<file path="config.mk">
export PLATFORM = sky130hd
export DESIGN_NAME = yolo_write_top
export DESIGN_NICKNAME = d
export VERILOG_FILES = /design/src/yolo_write_pkg.sv /design/src/addr_gen.sv /design/src/cfg_regs.sv /design/src/ext_addr_calc.sv /design/src/load_ctrl.sv /design/src/run_delay_line.sv /design/src/yolo_write_top.sv
export SDC_FILE = /design/constraint.sdc
export NUM_CORES = 2
export LEC_CHECK = 0
export BUFFER_PORTS_ARGS = -buffer_cell sky130_fd_sc_hd__buf_2
export CAP_MARGIN = 20
export CORE_ASPECT_RATIO = 0.7
export CORE_MARGIN = 4
export CORE_UTILIZATION = 57
export DETAILED_ROUTE_END_ITERATION = 7
export PLACE_DENSITY = 0.74
export SYNTH_ARGS = -nofsm -noshare
export SYNTH_HDL_FRONTEND = slang
export SYNTH_SLANG_ARGS = --single-unit
</file>
<file path="constraint.sdc">
create_clock -name clk -period 116.3 [get_ports clk]
set_input_delay 11.63 -clock clk [delete_from_list [all_inputs] [get_ports clk]]
set_output_delay 11.63 -clock clk [all_outputs]
set_load 0.01 [all_outputs]
</file>
<file path="src/yolo_write_pkg.sv">
`default_nettype none

package yolo_write_pkg;

   localparam int n_stages   = 4;
   localparam int io_addr_w  = 32;
   localparam int mem_addr_w = 10;
   localparam int period_w   = 10;
   localparam int axi_len_w  = 8;
   localparam int axi_size_w = 3;
   localparam int cfg_addr_w = 6;
   localparam int data_w     = 32;
   // stage offsets only need half the address width
   localparam int off_w      = io_addr_w / 2;

   // cpu register map of one word per register
   localparam logic [cfg_addr_w-1:0] reg_vw_start    = 6'd0;
   localparam logic [cfg_addr_w-1:0] reg_vw_iter     = 6'd1;
   localparam logic [cfg_addr_w-1:0] reg_vw_per      = 6'd2;
   localparam logic [cfg_addr_w-1:0] reg_vw_duty     = 6'd3;
   localparam logic [cfg_addr_w-1:0] reg_vw_delay    = 6'd4;
   localparam logic [cfg_addr_w-1:0] reg_vw_shift    = 6'd5;
   localparam logic [cfg_addr_w-1:0] reg_vw_incr     = 6'd6;
   localparam logic [cfg_addr_w-1:0] reg_vw_ext_addr = 6'd7;
   localparam logic [cfg_addr_w-1:0] reg_vw_offset   = 6'd8;
   localparam logic [cfg_addr_w-1:0] reg_vw_len      = 6'd9;
   localparam logic [cfg_addr_w-1:0] reg_vw_size     = 6'd10;
   localparam logic [cfg_addr_w-1:0] reg_vr_start    = 6'd11;
   localparam logic [cfg_addr_w-1:0] reg_vr_iter     = 6'd12;
   localparam logic [cfg_addr_w-1:0] reg_vr_per      = 6'd13;
   localparam logic [cfg_addr_w-1:0] reg_vr_shift    = 6'd14;
   localparam logic [cfg_addr_w-1:0] reg_vr_incr     = 6'd15;
   localparam logic [cfg_addr_w-1:0] reg_vr_ext_addr = 6'd16;
   localparam logic [cfg_addr_w-1:0] reg_vr_offset   = 6'd17;
   localparam logic [cfg_addr_w-1:0] reg_vr_len      = 6'd18;
   localparam logic [cfg_addr_w-1:0] reg_xy_iter     = 6'd19;
   localparam logic [cfg_addr_w-1:0] reg_xy_per      = 6'd20;
   localparam logic [cfg_addr_w-1:0] reg_xy_bypass   = 6'd21;

   // xyolo index trails the read stream by the read latency
   localparam logic [period_w-1:0] vread_lat = 10'd2;

   localparam int vw_shadow_depth = 3;
   localparam int xy_shadow_depth = 2;
   localparam int vr_shadow_depth = 1;

   typedef logic [mem_addr_w-1:0] mem_addr_t;
   typedef logic [io_addr_w-1:0]  ext_addr_t;

   typedef struct packed {
      mem_addr_t           start;
      mem_addr_t           iter;
      logic [period_w-1:0] per;
      logic [period_w-1:0] duty;
      logic [period_w-1:0] delay;
      mem_addr_t           shift;
      mem_addr_t           incr;
   } gen_cfg_t;

   typedef struct packed {
      logic [axi_len_w-1:0]      len;
      logic [axi_size_w-1:0]     size;
      ext_addr_t [n_stages-1:0] addr;
   } ext_cfg_t;

   typedef struct packed {
      mem_addr_t           iter;
      logic [period_w-1:0] per;
      logic                bypass;
   } xy_cfg_t;

endpackage

`default_nettype wire

</file>
<file path="src/addr_gen.sv">
`default_nettype none

module addr_gen
   import yolo_write_pkg::*;
(
   input  logic      clk,
   input  logic      rst,
   input  logic      start_pulse,
   input  gen_cfg_t  cfg,
   output mem_addr_t addr,
   output logic      en,
   output logic      done
);

   logic                busy;
   logic [period_w-1:0] delay_cnt;
   logic [period_w-1:0] per_cnt;
   mem_addr_t           iter_cnt;
   mem_addr_t           addr_q;
   logic                active;
   logic                per_last;
   logic                iter_last;

   // emitting once the initial delay has run out
   assign active    = busy & (delay_cnt == '0);
   assign per_last  = (per_cnt == cfg.per - 1'b1);
   assign iter_last = (iter_cnt == cfg.iter - 1'b1);

   always_ff @(posedge clk or posedge rst) begin
      if (rst) begin
         busy      <= 1'b0;
         delay_cnt <= '0;
         per_cnt   <= '0;
         iter_cnt  <= '0;
         addr_q    <= '0;
      end else if (start_pulse) begin
         // empty loop never leaves idle
         busy      <= (cfg.iter != '0) && (cfg.per != '0);
         delay_cnt <= cfg.delay;
         per_cnt   <= '0;
         iter_cnt  <= '0;
         addr_q    <= cfg.start;
      end else if (busy) begin
         if (delay_cnt != '0) begin
            delay_cnt <= delay_cnt - 1'b1;
         end else if (per_last) begin
            per_cnt <= '0;
            addr_q  <= addr_q + cfg.shift;
            if (iter_last) begin
               busy     <= 1'b0;
               iter_cnt <= '0;
            end else begin
               iter_cnt <= iter_cnt + 1'b1;
            end
         end else begin
            per_cnt <= per_cnt + 1'b1;
            addr_q  <= addr_q + cfg.incr;
         end
      end
   end

   assign addr = addr_q;
   // first duty beats of every period
   assign en   = active & (per_cnt < cfg.duty);
   assign done = ~busy;

endmodule

`default_nettype wire

</file>
<file path="src/cfg_regs.sv">
`default_nettype none

module cfg_regs
   import yolo_write_pkg::*;
(
   input  logic                  clk,
   input  logic                  rst,
   input  logic                  clear,
   input  logic                  valid,
   input  logic                  wstrb,
   input  logic [cfg_addr_w-1:0] addr,
   input  logic [data_w-1:0]     wdata,
   output gen_cfg_t              vw_gen,
   output gen_cfg_t              vr_gen,
   output xy_cfg_t               xy,
   output ext_addr_t             vw_base,
   output ext_addr_t             vr_base,
   output logic [off_w-1:0]      vw_offset,
   output logic [off_w-1:0]      vr_offset,
   output logic [axi_len_w-1:0]  vw_len,
   output logic [axi_len_w-1:0]  vr_len,
   output logic [axi_size_w-1:0] vw_size
);

   logic wr;

   assign wr = valid & wstrb;

   always_ff @(posedge clk or posedge rst) begin
      if (rst) begin
         vw_gen    <= '0;
         vr_gen    <= '0;
         xy        <= '0;
         vw_base   <= '0;
         vr_base   <= '0;
         vw_offset <= '0;
         vr_offset <= '0;
         vw_len    <= '0;
         vr_len    <= '0;
         vw_size   <= '0;
      end else if (clear) begin
         vw_gen    <= '0;
         vr_gen    <= '0;
         xy        <= '0;
         vw_base   <= '0;
         vr_base   <= '0;
         vw_offset <= '0;
         vr_offset <= '0;
         vw_len    <= '0;
         vr_len    <= '0;
         vw_size   <= '0;
      end else if (wr) begin
         case (addr)
            reg_vw_start:    vw_gen.start <= wdata[mem_addr_w-1:0];
            reg_vw_iter:     vw_gen.iter  <= wdata[mem_addr_w-1:0];
            reg_vw_per:      vw_gen.per   <= wdata[period_w-1:0];
            reg_vw_duty:     vw_gen.duty  <= wdata[period_w-1:0];
            reg_vw_delay:    vw_gen.delay <= wdata[period_w-1:0];
            reg_vw_shift:    vw_gen.shift <= wdata[mem_addr_w-1:0];
            reg_vw_incr:     vw_gen.incr  <= wdata[mem_addr_w-1:0];
            reg_vw_ext_addr: vw_base      <= wdata[io_addr_w-1:0];
            reg_vw_offset:   vw_offset    <= wdata[off_w-1:0];
            reg_vw_len:      vw_len       <= wdata[axi_len_w-1:0];
            reg_vw_size:     vw_size      <= wdata[axi_size_w-1:0];
            reg_vr_start:    vr_gen.start <= wdata[mem_addr_w-1:0];
            reg_vr_iter:     vr_gen.iter  <= wdata[mem_addr_w-1:0];
            // read side runs at full duty, so duty tracks the period
            reg_vr_per: begin
               vr_gen.per  <= wdata[period_w-1:0];
               vr_gen.duty <= wdata[period_w-1:0];
            end
            reg_vr_shift:    vr_gen.shift <= wdata[mem_addr_w-1:0];
            reg_vr_incr:     vr_gen.incr  <= wdata[mem_addr_w-1:0];
            reg_vr_ext_addr: vr_base      <= wdata[io_addr_w-1:0];
            reg_vr_offset:   vr_offset    <= wdata[off_w-1:0];
            reg_vr_len:      vr_len       <= wdata[axi_len_w-1:0];
            reg_xy_iter:     xy.iter      <= wdata[mem_addr_w-1:0];
            reg_xy_per:      xy.per       <= wdata[period_w-1:0];
            reg_xy_bypass:   xy.bypass    <= wdata[0];
            default: ;
         endcase
      end
   end

endmodule

`default_nettype wire

</file>
<file path="src/ext_addr_calc.sv">
`default_nettype none

module ext_addr_calc
   import yolo_write_pkg::*;
(
   input  logic                     clk,
   input  logic                     rst,
   input  ext_addr_t                base,
   input  logic [off_w-1:0]         offset,
   output ext_addr_t [n_stages-1:0] stage_addr
);

   // stage i starts i offsets above the base
   always_ff @(posedge clk or posedge rst) begin
      if (rst) begin
         stage_addr <= '0;
      end else begin
         for (int i = 0; i < n_stages; i++) begin
            stage_addr[i] <= base + ext_addr_t'(i) * ext_addr_t'(offset);
         end
      end
   end

endmodule

`default_nettype wire

</file>
<file path="src/load_ctrl.sv">
`default_nettype none

module load_ctrl
   import yolo_write_pkg::*;
(
   input  logic      clk,
   input  logic      rst,
   input  logic      start_pulse,
   input  logic      bypass,
   input  mem_addr_t xy_addr,
   output logic      ld_acc,
   output logic      ld_mp,
   output logic      ld_res
);

   logic       acc_d1;
   logic       acc_d2;
   logic [1:0] mp_cnt;

   always_ff @(posedge clk or posedge rst) begin
      if (rst) begin
         acc_d1 <= 1'b0;
         acc_d2 <= 1'b0;
         mp_cnt <= 2'd0;
      end else if (start_pulse) begin
         acc_d1 <= 1'b0;
         acc_d2 <= 1'b0;
         mp_cnt <= bypass ? 2'd0 : 2'd3;
      end else begin
         acc_d1 <= (xy_addr == '0);
         acc_d2 <= acc_d1;
         // pooling window only advances when results are real
         if (ld_res && !bypass) begin
            mp_cnt <= mp_cnt + 2'd1;
         end
      end
   end

   assign ld_acc = acc_d2;
   assign ld_res = acc_d2 | bypass;
   assign ld_mp  = |mp_cnt;

endmodule

`default_nettype wire

</file>
<file path="src/run_delay_line.sv">
`default_nettype none

module run_delay_line #(
   parameter type payload_t = logic,
   parameter int  depth     = 1
) (
   input  logic     clk,
   input  logic     rst,
   input  logic     run,
   input  payload_t d,
   output payload_t q
);

   payload_t stage_q [depth];

   // one layer configuration per slot that advances once per run
   always_ff @(posedge clk or posedge rst) begin
      if (rst) begin
         for (int i = 0; i < depth; i++) begin
            stage_q[i] <= '0;
         end
      end else if (run) begin
         stage_q[0] <= d;
         for (int i = 1; i < depth; i++) begin
            stage_q[i] <= stage_q[i-1];
         end
      end
   end

   assign q = stage_q[depth-1];

endmodule

`default_nettype wire

</file>
<file path="src/yolo_write_top.sv">
`default_nettype none

module yolo_write_top
   import yolo_write_pkg::*;
(
   input  logic                       clk,
   input  logic                       rst,
   input  logic                       clear,
   input  logic                       run,
   input  logic                       valid,
   input  logic [cfg_addr_w-1:0]      addr,
   input  logic [data_w-1:0]          wdata,
   input  logic                       wstrb,
   output mem_addr_t                  vread_addr,
   output logic                       vread_en,
   output mem_addr_t                  vwrite_addr,
   output logic                       vwrite_en,
   output logic                       ld_acc,
   output logic                       ld_mp,
   output logic                       ld_res,
   output ext_addr_t [n_stages-1:0]   vread_ext_addr,
   output ext_addr_t [n_stages-1:0]   vwrite_ext_addr,
   output logic [2*axi_len_w-1:0]     dma_len,
   output logic [axi_size_w-1:0]      dma_size,
   output logic                       done
);

   gen_cfg_t                 vw_gen_raw;
   gen_cfg_t                 vr_gen_raw;
   xy_cfg_t                  xy_raw;
   ext_addr_t                vw_base;
   ext_addr_t                vr_base;
   logic [off_w-1:0]         vw_offset;
   logic [off_w-1:0]         vr_offset;
   logic [axi_len_w-1:0]     vw_len;
   logic [axi_len_w-1:0]     vr_len;
   logic [axi_size_w-1:0]    vw_size;
   ext_addr_t [n_stages-1:0] vw_stage_addr;
   ext_addr_t [n_stages-1:0] vr_stage_addr;
   ext_cfg_t                 vw_ext_raw;
   ext_cfg_t                 vr_ext_raw;
   gen_cfg_t                 vw_gen_sh;
   gen_cfg_t                 vr_gen_sh;
   xy_cfg_t                  xy_sh;
   ext_cfg_t                 vw_ext_sh;
   ext_cfg_t                 vr_ext_sh;
   gen_cfg_t                 xy_gen;
   logic                     run_reg;
   logic                     vread_done;
   logic                     vwrite_done;
   mem_addr_t                xy_addr;
   logic                     xy_en;
   mem_addr_t                xy_index;

   always_ff @(posedge clk or posedge rst) begin
      if (rst) begin
         run_reg <= 1'b0;
      end else begin
         run_reg <= run;
      end
   end

   cfg_regs cfg_regs_inst (
      .clk       (clk),
      .rst       (rst),
      .clear     (clear),
      .valid     (valid),
      .wstrb     (wstrb),
      .addr      (addr),
      .wdata     (wdata),
      .vw_gen    (vw_gen_raw),
      .vr_gen    (vr_gen_raw),
      .xy        (xy_raw),
      .vw_base   (vw_base),
      .vr_base   (vr_base),
      .vw_offset (vw_offset),
      .vr_offset (vr_offset),
      .vw_len    (vw_len),
      .vr_len    (vr_len),
      .vw_size   (vw_size)
   );

   ext_addr_calc vw_ext_calc (
      .clk        (clk),
      .rst        (rst),
      .base       (vw_base),
      .offset     (vw_offset),
      .stage_addr (vw_stage_addr)
   );

   ext_addr_calc vr_ext_calc (
      .clk        (clk),
      .rst        (rst),
      .base       (vr_base),
      .offset     (vr_offset),
      .stage_addr (vr_stage_addr)
   );

   // read side has no size register of its own
   assign vw_ext_raw = '{len: vw_len, size: vw_size, addr: vw_stage_addr};
   assign vr_ext_raw = '{len: vr_len, size: '0, addr: vr_stage_addr};

   run_delay_line #(.payload_t(gen_cfg_t), .depth(vw_shadow_depth)) vw_gen_line (
      .clk (clk), .rst (rst), .run (run), .d (vw_gen_raw), .q (vw_gen_sh)
   );

   run_delay_line #(.payload_t(ext_cfg_t), .depth(vw_shadow_depth)) vw_ext_line (
      .clk (clk), .rst (rst), .run (run), .d (vw_ext_raw), .q (vw_ext_sh)
   );

   run_delay_line #(.payload_t(xy_cfg_t), .depth(xy_shadow_depth)) xy_line (
      .clk (clk), .rst (rst), .run (run), .d (xy_raw), .q (xy_sh)
   );

   run_delay_line #(.payload_t(gen_cfg_t), .depth(vr_shadow_depth)) vr_gen_line (
      .clk (clk), .rst (rst), .run (run), .d (vr_gen_raw), .q (vr_gen_sh)
   );

   run_delay_line #(.payload_t(ext_cfg_t), .depth(vr_shadow_depth)) vr_ext_line (
      .clk (clk), .rst (rst), .run (run), .d (vr_ext_raw), .q (vr_ext_sh)
   );

   // xyolo index wraps back by one period after each period
   assign xy_gen = '{
      start: '0,
      iter:  xy_sh.iter,
      per:   xy_sh.per,
      duty:  xy_sh.per,
      delay: vread_lat,
      shift: mem_addr_t'(0) - mem_addr_t'(xy_sh.per),
      incr:  mem_addr_t'(1)
   };

   addr_gen vread_gen (
      .clk (clk), .rst (rst), .start_pulse (run_reg), .cfg (vr_gen_sh),
      .addr (vread_addr), .en (vread_en), .done (vread_done)
   );

   addr_gen vwrite_gen (
      .clk (clk), .rst (rst), .start_pulse (run_reg), .cfg (vw_gen_sh),
      .addr (vwrite_addr), .en (vwrite_en), .done (vwrite_done)
   );

   addr_gen xy_gen_inst (
      .clk (clk), .rst (rst), .start_pulse (run_reg), .cfg (xy_gen),
      .addr (xy_addr), .en (xy_en), .done ()
   );

   // idle index must not look like the first beat of a period
   assign xy_index = xy_en ? xy_addr : '1;

   load_ctrl load_ctrl_inst (
      .clk         (clk),
      .rst         (rst),
      .start_pulse (run_reg),
      .bypass      (xy_sh.bypass),
      .xy_addr     (xy_index),
      .ld_acc      (ld_acc),
      .ld_mp       (ld_mp),
      .ld_res      (ld_res)
   );

   assign vread_ext_addr  = vr_ext_sh.addr;
   assign vwrite_ext_addr = vw_ext_sh.addr;
   assign dma_len         = {vw_ext_sh.len, vr_ext_sh.len};
   assign dma_size        = vw_ext_sh.size;
   assign done            = vread_done & vwrite_done;

endmodule

`default_nettype wire

</file>
# Word level (Yosys, flattened, before mapping)
# Cells that the tools add are included.
# totals
register_bits	1515
in_bits	44
# op_classes
addsub	29
mul	2
order_cmp	3
eq_ne	30
muxes	113
n_bitwise	11
reduce_logical	84
# ops
cell	count
10-bit two-way mux	62
32-bit two-way mux	6
70-bit two-way mux	2
16-bit two-way mux	6
10-bit nonzero test	9
10-bit by 1-bit subtractor with 10-bit output, second input constant	9
40-bit two-way mux	2
10-bit by 1-bit adder with 10-bit output, second input constant	7
2-bit nonzero test	33
32-bit by 16-bit adder with 32-bit output	2
32-bit by 17-bit adder with 32-bit output	2
32-bit by 18-bit adder with 32-bit output	2
10-bit == test	6
20-bit two-way mux	3
2-bit AND reduction	28
10-bit adder	5
6-bit by 4-bit == test with 1-bit output, second input constant	8
8-bit two-way mux	6
21-bit two-way mux	2
10-bit zero test	4
6-bit by 5-bit == test with 1-bit output, second input constant	6
2-bit by 16-bit multiplier with 18-bit output, first input constant	2
10-bit less-than comparator	3
6-bit by 3-bit == test with 1-bit output, second input constant	4
other kinds (16)	53

# Logic depth before layout (Yosys ltp)
# logic_depth
ltp_word	7
depth_mapped	21

# Hierarchy
# Synthesis repeated with hierarchy kept, for this count alone.
# hier_totals
cells_unflattened	5567
area_unflattened_um2	71439.8
# modules_own_cells
module	n_inst	cells_per_inst	area_per_inst_um2	seq_area_each_um2
run_delay_line (vw_ext_line)	1	1020	16877.4	10435.0
cfg_regs	1	923	11437.2	6406.1
run_delay_line (vw_gen_line)	1	514	8401.8	5255.0
addr_gen (vwrite_gen ...)	2	425	3525.9	1026.0
ext_addr_calc (vw_ext_calc)	1	623	6775.2	3153.0
ext_addr_calc (vr_ext_calc)	1	600	6705.2	3153.0
run_delay_line (vr_ext_line)	1	294	5196.2	3478.3
addr_gen (vread_gen)	1	426	3595.9	1026.0
run_delay_line (vr_gen_line)	1	149	2957.8	1751.7
run_delay_line (xy_line)	1	111	1926.8	1051.0
yolo_write_top	1	37	300.3	25.0
load_ctrl	1	20	214.0	100.1

# Least setup slack after synthesis
# Ideal clock, no wire load.
# synth_path
path_type	register to output
startpoint	reg vread_gen.per_cnt[1]
endpoint	out vread_en
arrival_time_ns	2.274
t_required_ns	104.670
path_slack_ns	102.396
stages_incl_launch_ff	11
path_buffers	0
cell_sequence	dfrtp_1 -> ha_1 -> nor2b_1 -> o21a_1 -> o21a_1 -> o21a_1 -> o21ai_0 -> nand2b_1 -> a21oi_1 -> nor2_1 -> a2111oi_0
# synth_between
elab_chain_cells	2
# synth_lines
element	line_no	source
start: declaration	addr_gen.sv:17	logic [period_w-1:0] per_cnt;
start signal: assignment	addr_gen.sv:56	per_cnt <= per_cnt + 1'b1;
10-bit less-than comparator	addr_gen.sv:64	assign en = active & (per_cnt < cfg.duty);
1-bit AND	addr_gen.sv:64	
end: declaration	yolo_write_top.sv:15	output logic vread_en,
# Every way passes these cells.

# Worst setup path after layout
# Ends and elaborated chain as after synthesis.

==> summary.txt <==
Clocking
  – Clock transition at path regs: 0.07 ns
  – Post-CTS setup buffers: 0
  – Root buf cell: clkbuf_16
  – Depth of the CTS H-tree: 4
  – CTS tree: yes
  – PostCTS Resize Cnt: 0
  – Clk buf depth: 3
  – Cts bufs inserted: 142
  – Clock Sink Count: 1483
  – CTS Hold Buffers Added: 0
  – Clock latency on the worst-skew pair: 0.75 ns

Power
  – P_sw: 0.2254 mW
  – Leak: 37.46 nW
  – Worst vdd ir: 15.64 uV
  – Reg power frac: 0.502
  – Sw Share: 0.2181
  – Power Density: 14.26 mW/mm^2
  – Int Pwr: 0.8079 mW
  – Clock share of power: 0.465
  – Comb power frac: 0.033

Cells and area
  – Final nets: 5734
  – Fill count: 8445
  – Area of the multi-input gates: 0.02583 sq mm
  – Ratio of cells with drive above 1 in the final layout: 0.2660
  – Fin cells: 7120
  – Reg with most FFs: vw_ext_line.stage_q
  – Max FFs per register: 274
  – Area Overhead vs Synth: 10.86%
  – Seq. cell area: 0.03711 sq mm

STA
  – Period minus WS final: 14.99 ns
  – # setup viols final: 0
  – Slew at the pin with the worst max-slew slack: 1.098 ns
  – Part of the cycle the worst path needs: 0.1288
  – Max-slew violations: 0
  – Final setup slack of the worst path: 101.32 ns
  – Max Fclk: 0.06673 GHz
  – Hold WS: 0.4450 ns
  – Unrepaired setup endpoints after global routing: false
  – Clock Skews: 0.02902 ns
  – Fin. Hold Viols: 0
  – Slew margin rel.: 0.2678
  – TNS Setup: 0 ns

Place
  – Gpl congestion: 0.8803
  – Placement Setup Slack: 100.26 ns
  – I/O Buffers: 344
  – Cell count after placement: 6848
  – Hpwl dp: 98830 microns

Logic synthesis
  – Post-synthesis sequential area ratio: 0.5678
  – Ys Warns: 0
  – Distinct cell type count after synthesis: 89
  – Synth Area in XOR/XNOR: 0.03993
  – Multiplexer area fraction after synthesis: 0.1674
  – Post-synthesis compound-gate area fraction: 0.06046
  – Top_reg_cell synth: dfrtp_1
  – Async SR Flop Fraction: 1.000
  – EDFF count, synth: 0
  – Mean Syn Cell Area: 12.29 sq um
  – Simple-gate share of the synthesized area: 0.08190
  – Mapped Cells: 5317
  – Synth Cell Area: 0.06536 sq mm
  – Post-synthesis sequential element count: 1483
  – Adder-Cell Fraction of Synth Area: 0.04545
  – Post-Syn Nets: 5575
  – Largest family of logic cells by synthesized area: multiplexers

Global routing
  – Total grt overflow: 0
  – Total track usage: 0.2490
  – Initial antenna violation count: 8
  – Vias in the first global route: 40575
  – First-pass GRT wire length: 236300 microns
  – Largest net degree at the start of global routing: 192

Setup path
  – Worst setup SP type: flip-flop
  – CP arrival: 3.35 ns
  – Kind of critical path: reg2out
  – CP max FO: 5
  – Critical Path Sink Type: primary output
  – Worst path required time: 104.67 ns

Die
  – Top Ports: 345
  – Die Y: 291.3 microns
  – Die X: 412.7 microns
  – Effective utilization at floorplan: 0.5769
  – Die area: 0.1202 sq mm
  – Core footprint: 0.1133 sq mm
  – Std cell rows: 103

Drt
  – Number of vias per cell: 5.737
  – DR pass1 iterations: 5
  – Routed WL: 149300 microns
  – # DRC: 0
  – Routed WL per cell: 20.96 microns
  – Vias: 40845
  – Antenna-violating nets left: 0
  – 1st-iter DRT viols: 3381

Run
  – Max-cap check violation count: 0

Outcome
  – Status: complete, no violations

Min path
  – Worst hold path class: reg2reg
## power groups by stage
stage / logic (mW) / registers (mW) / clock network (mW)
floorplan: 0.0240 / 0.530 / 0
global placement: 0.0338 / 0.529 / 0
detailed placement: 0.0342 / 0.529 / 0
CTS: 0.0343 / 0.519 / 0.489
global route: 0.0377 / 0.519 / 0.512
finish: 0.0340 / 0.519 / 0.480
## path summary, 6_finish.rpt
path                                     startpoint                        end  slack, ns  depth (start not counted)
setup / recovery               vread_gen.per_cnt[1]                   vread_en     101.32                         11
hold / removal             cfg_regs_inst.vr_base[0]  vr_ext_calc.stage_addr[0]       0.44                          0
setup reg to reg                  vr_gen_line.q[30]          vread_gen.addr[9]     110.84                         18
hold reg to reg            cfg_regs_inst.vr_base[0]  vr_ext_calc.stage_addr[0]       0.44                          0
max in group asynchronous                       rst   cfg_regs_inst.vr_gen[50]     101.48                          7
min in group asynchronous                       rst         vr_ext_line.q[114]      10.96                          2
## cell usage after synthesis, types with 5 or more instances
cell / instances / area (sq um)
o21a_1: 26 / 195.2
clkbuf_1: 231 / 867.1
o21ai_0: 154 / 770.7
xor2_1: 121 / 1060
nand2_1: 420 / 1577
fa_1: 39 / 780.8
mux2_1: 9 / 101.4
mux2i_1: 158 / 1582
nand3b_1: 11 / 82.58
nor2_1: 347 / 1303
xnor2_1: 177 / 1550
nand3_1: 103 / 515.5
o31ai_1: 14 / 105.1
o311ai_0: 5 / 43.79
nor3_1: 58 / 290.3
mux2_2: 822 / 9256
nand4b_1: 5 / 43.79
dfrtp_1: 1483 / 37110
nor2b_1: 31 / 193.9
o2111ai_1: 7 / 61.31
inv_1: 114 / 427.9
o211ai_1: 6 / 45.04
o21bai_1: 15 / 112.6
nor4_1: 24 / 150.1
a21o_1: 51 / 382.9
nand4_1: 23 / 143.9
or4_1: 6 / 45.04
ha_1: 175 / 2190
o21ai_1: 42 / 210.2
o41ai_1: 5 / 43.79
nand2b_1: 34 / 212.7
buf_4: 141 / 1059
buf_1: 9 / 33.78
and3_1: 46 / 287.8
or3_1: 12 / 75.07
and2_1: 9 / 56.30
a21oi_1: 250 / 1251
a21boi_0: 6 / 45.04
nor3b_1: 7 / 52.55
a31oi_1: 17 / 106.4
a2111oi_0: 6 / 52.55
a211oi_1: 15 / 112.6
nor4b_1: 8 / 70.07
## metrics by stage
| step | power (mW) | area [sq um] | utilization |
|---|---|---|---|
| floorplan | 0.5536 | 65360 | - |
| global placement | 0.5623 | 67440 | 0.5953 |
| detailed placement | 0.5628 | 67440 | 0.5953 |
| CTS | 1.043 | 72310 | 0.6384 |
| global route | 1.069 | 72450 | 0.6396 |
| finish | 1.033 | 72460 | 0.6396 |
## worst max-delay path: stages, from the launching register on
cell	delay, ns
dfrtp_1	0.45
ha_1	0.29
nor2b_1	0.13
o21a_1	0.16
o21a_1	0.16
o21a_1	0.16
o21ai_0	0.14
nand2b_1	0.08
a21oi_1	0.19
nor2_1	0.07
a2111oi_0	0.53
buf_2	0.25
## per-layer routing
metal	up-vias	wire length [microns]	global-route usage
li1	18579	-	-
met1	20999	71860	0.3875
met2	1044	65850	0.3629
met3	223	8076	0.04348
met4	0	3473	0.06509
met5	-	0	0
## logic make-up (layout without fill, tap and decap cells)
| family | count (synthesis) | after routing |
|---|---|---|
| and+or+nand+nor | 1173 | 1173 |
| buffers and inverters | 501 | 775 |
| adders and majority gates | 214 | 214 |
| muxes | 989 | 989 |
| DFF | 1483 | 1483 |
| AOI/OAI and AO/OA | 659 | 659 |
| other | 0 | 7 |
| xor gates and xnor gates | 298 | 298 |
## cells in the final DEF, fill, tap and decap left out, drive strengths merged, types with 26 or more instances in the layout
cell type and instances:
xnor2 177, mux2 831, clkinv 37, mux2i 158, a21oi 250, o21ai 199
buf 400, nor2b 31, nand3 106, nor2 348, fa 39, clkbuf 202
nand2 420, dfrtp 1483, nand2b 34, xor2 121, and3 46, o21a 26
nor3 59, a21o 51, ha 175, inv 117
## layout make-up
cell class / count / share of cell area
sequential: 1483 / 0.5122
antenna: 7 / 0.0002418
clock buffer: 201 / 0.05799
timing repair buffer: 401 / 0.03139
clock inverter: 58 / 0.009325
tap: 1522 / 0.02628
multi-input combinational: 3333 / 0.3565
inverter: 115 / 0.006061
(Power assumes the default switching activity.)
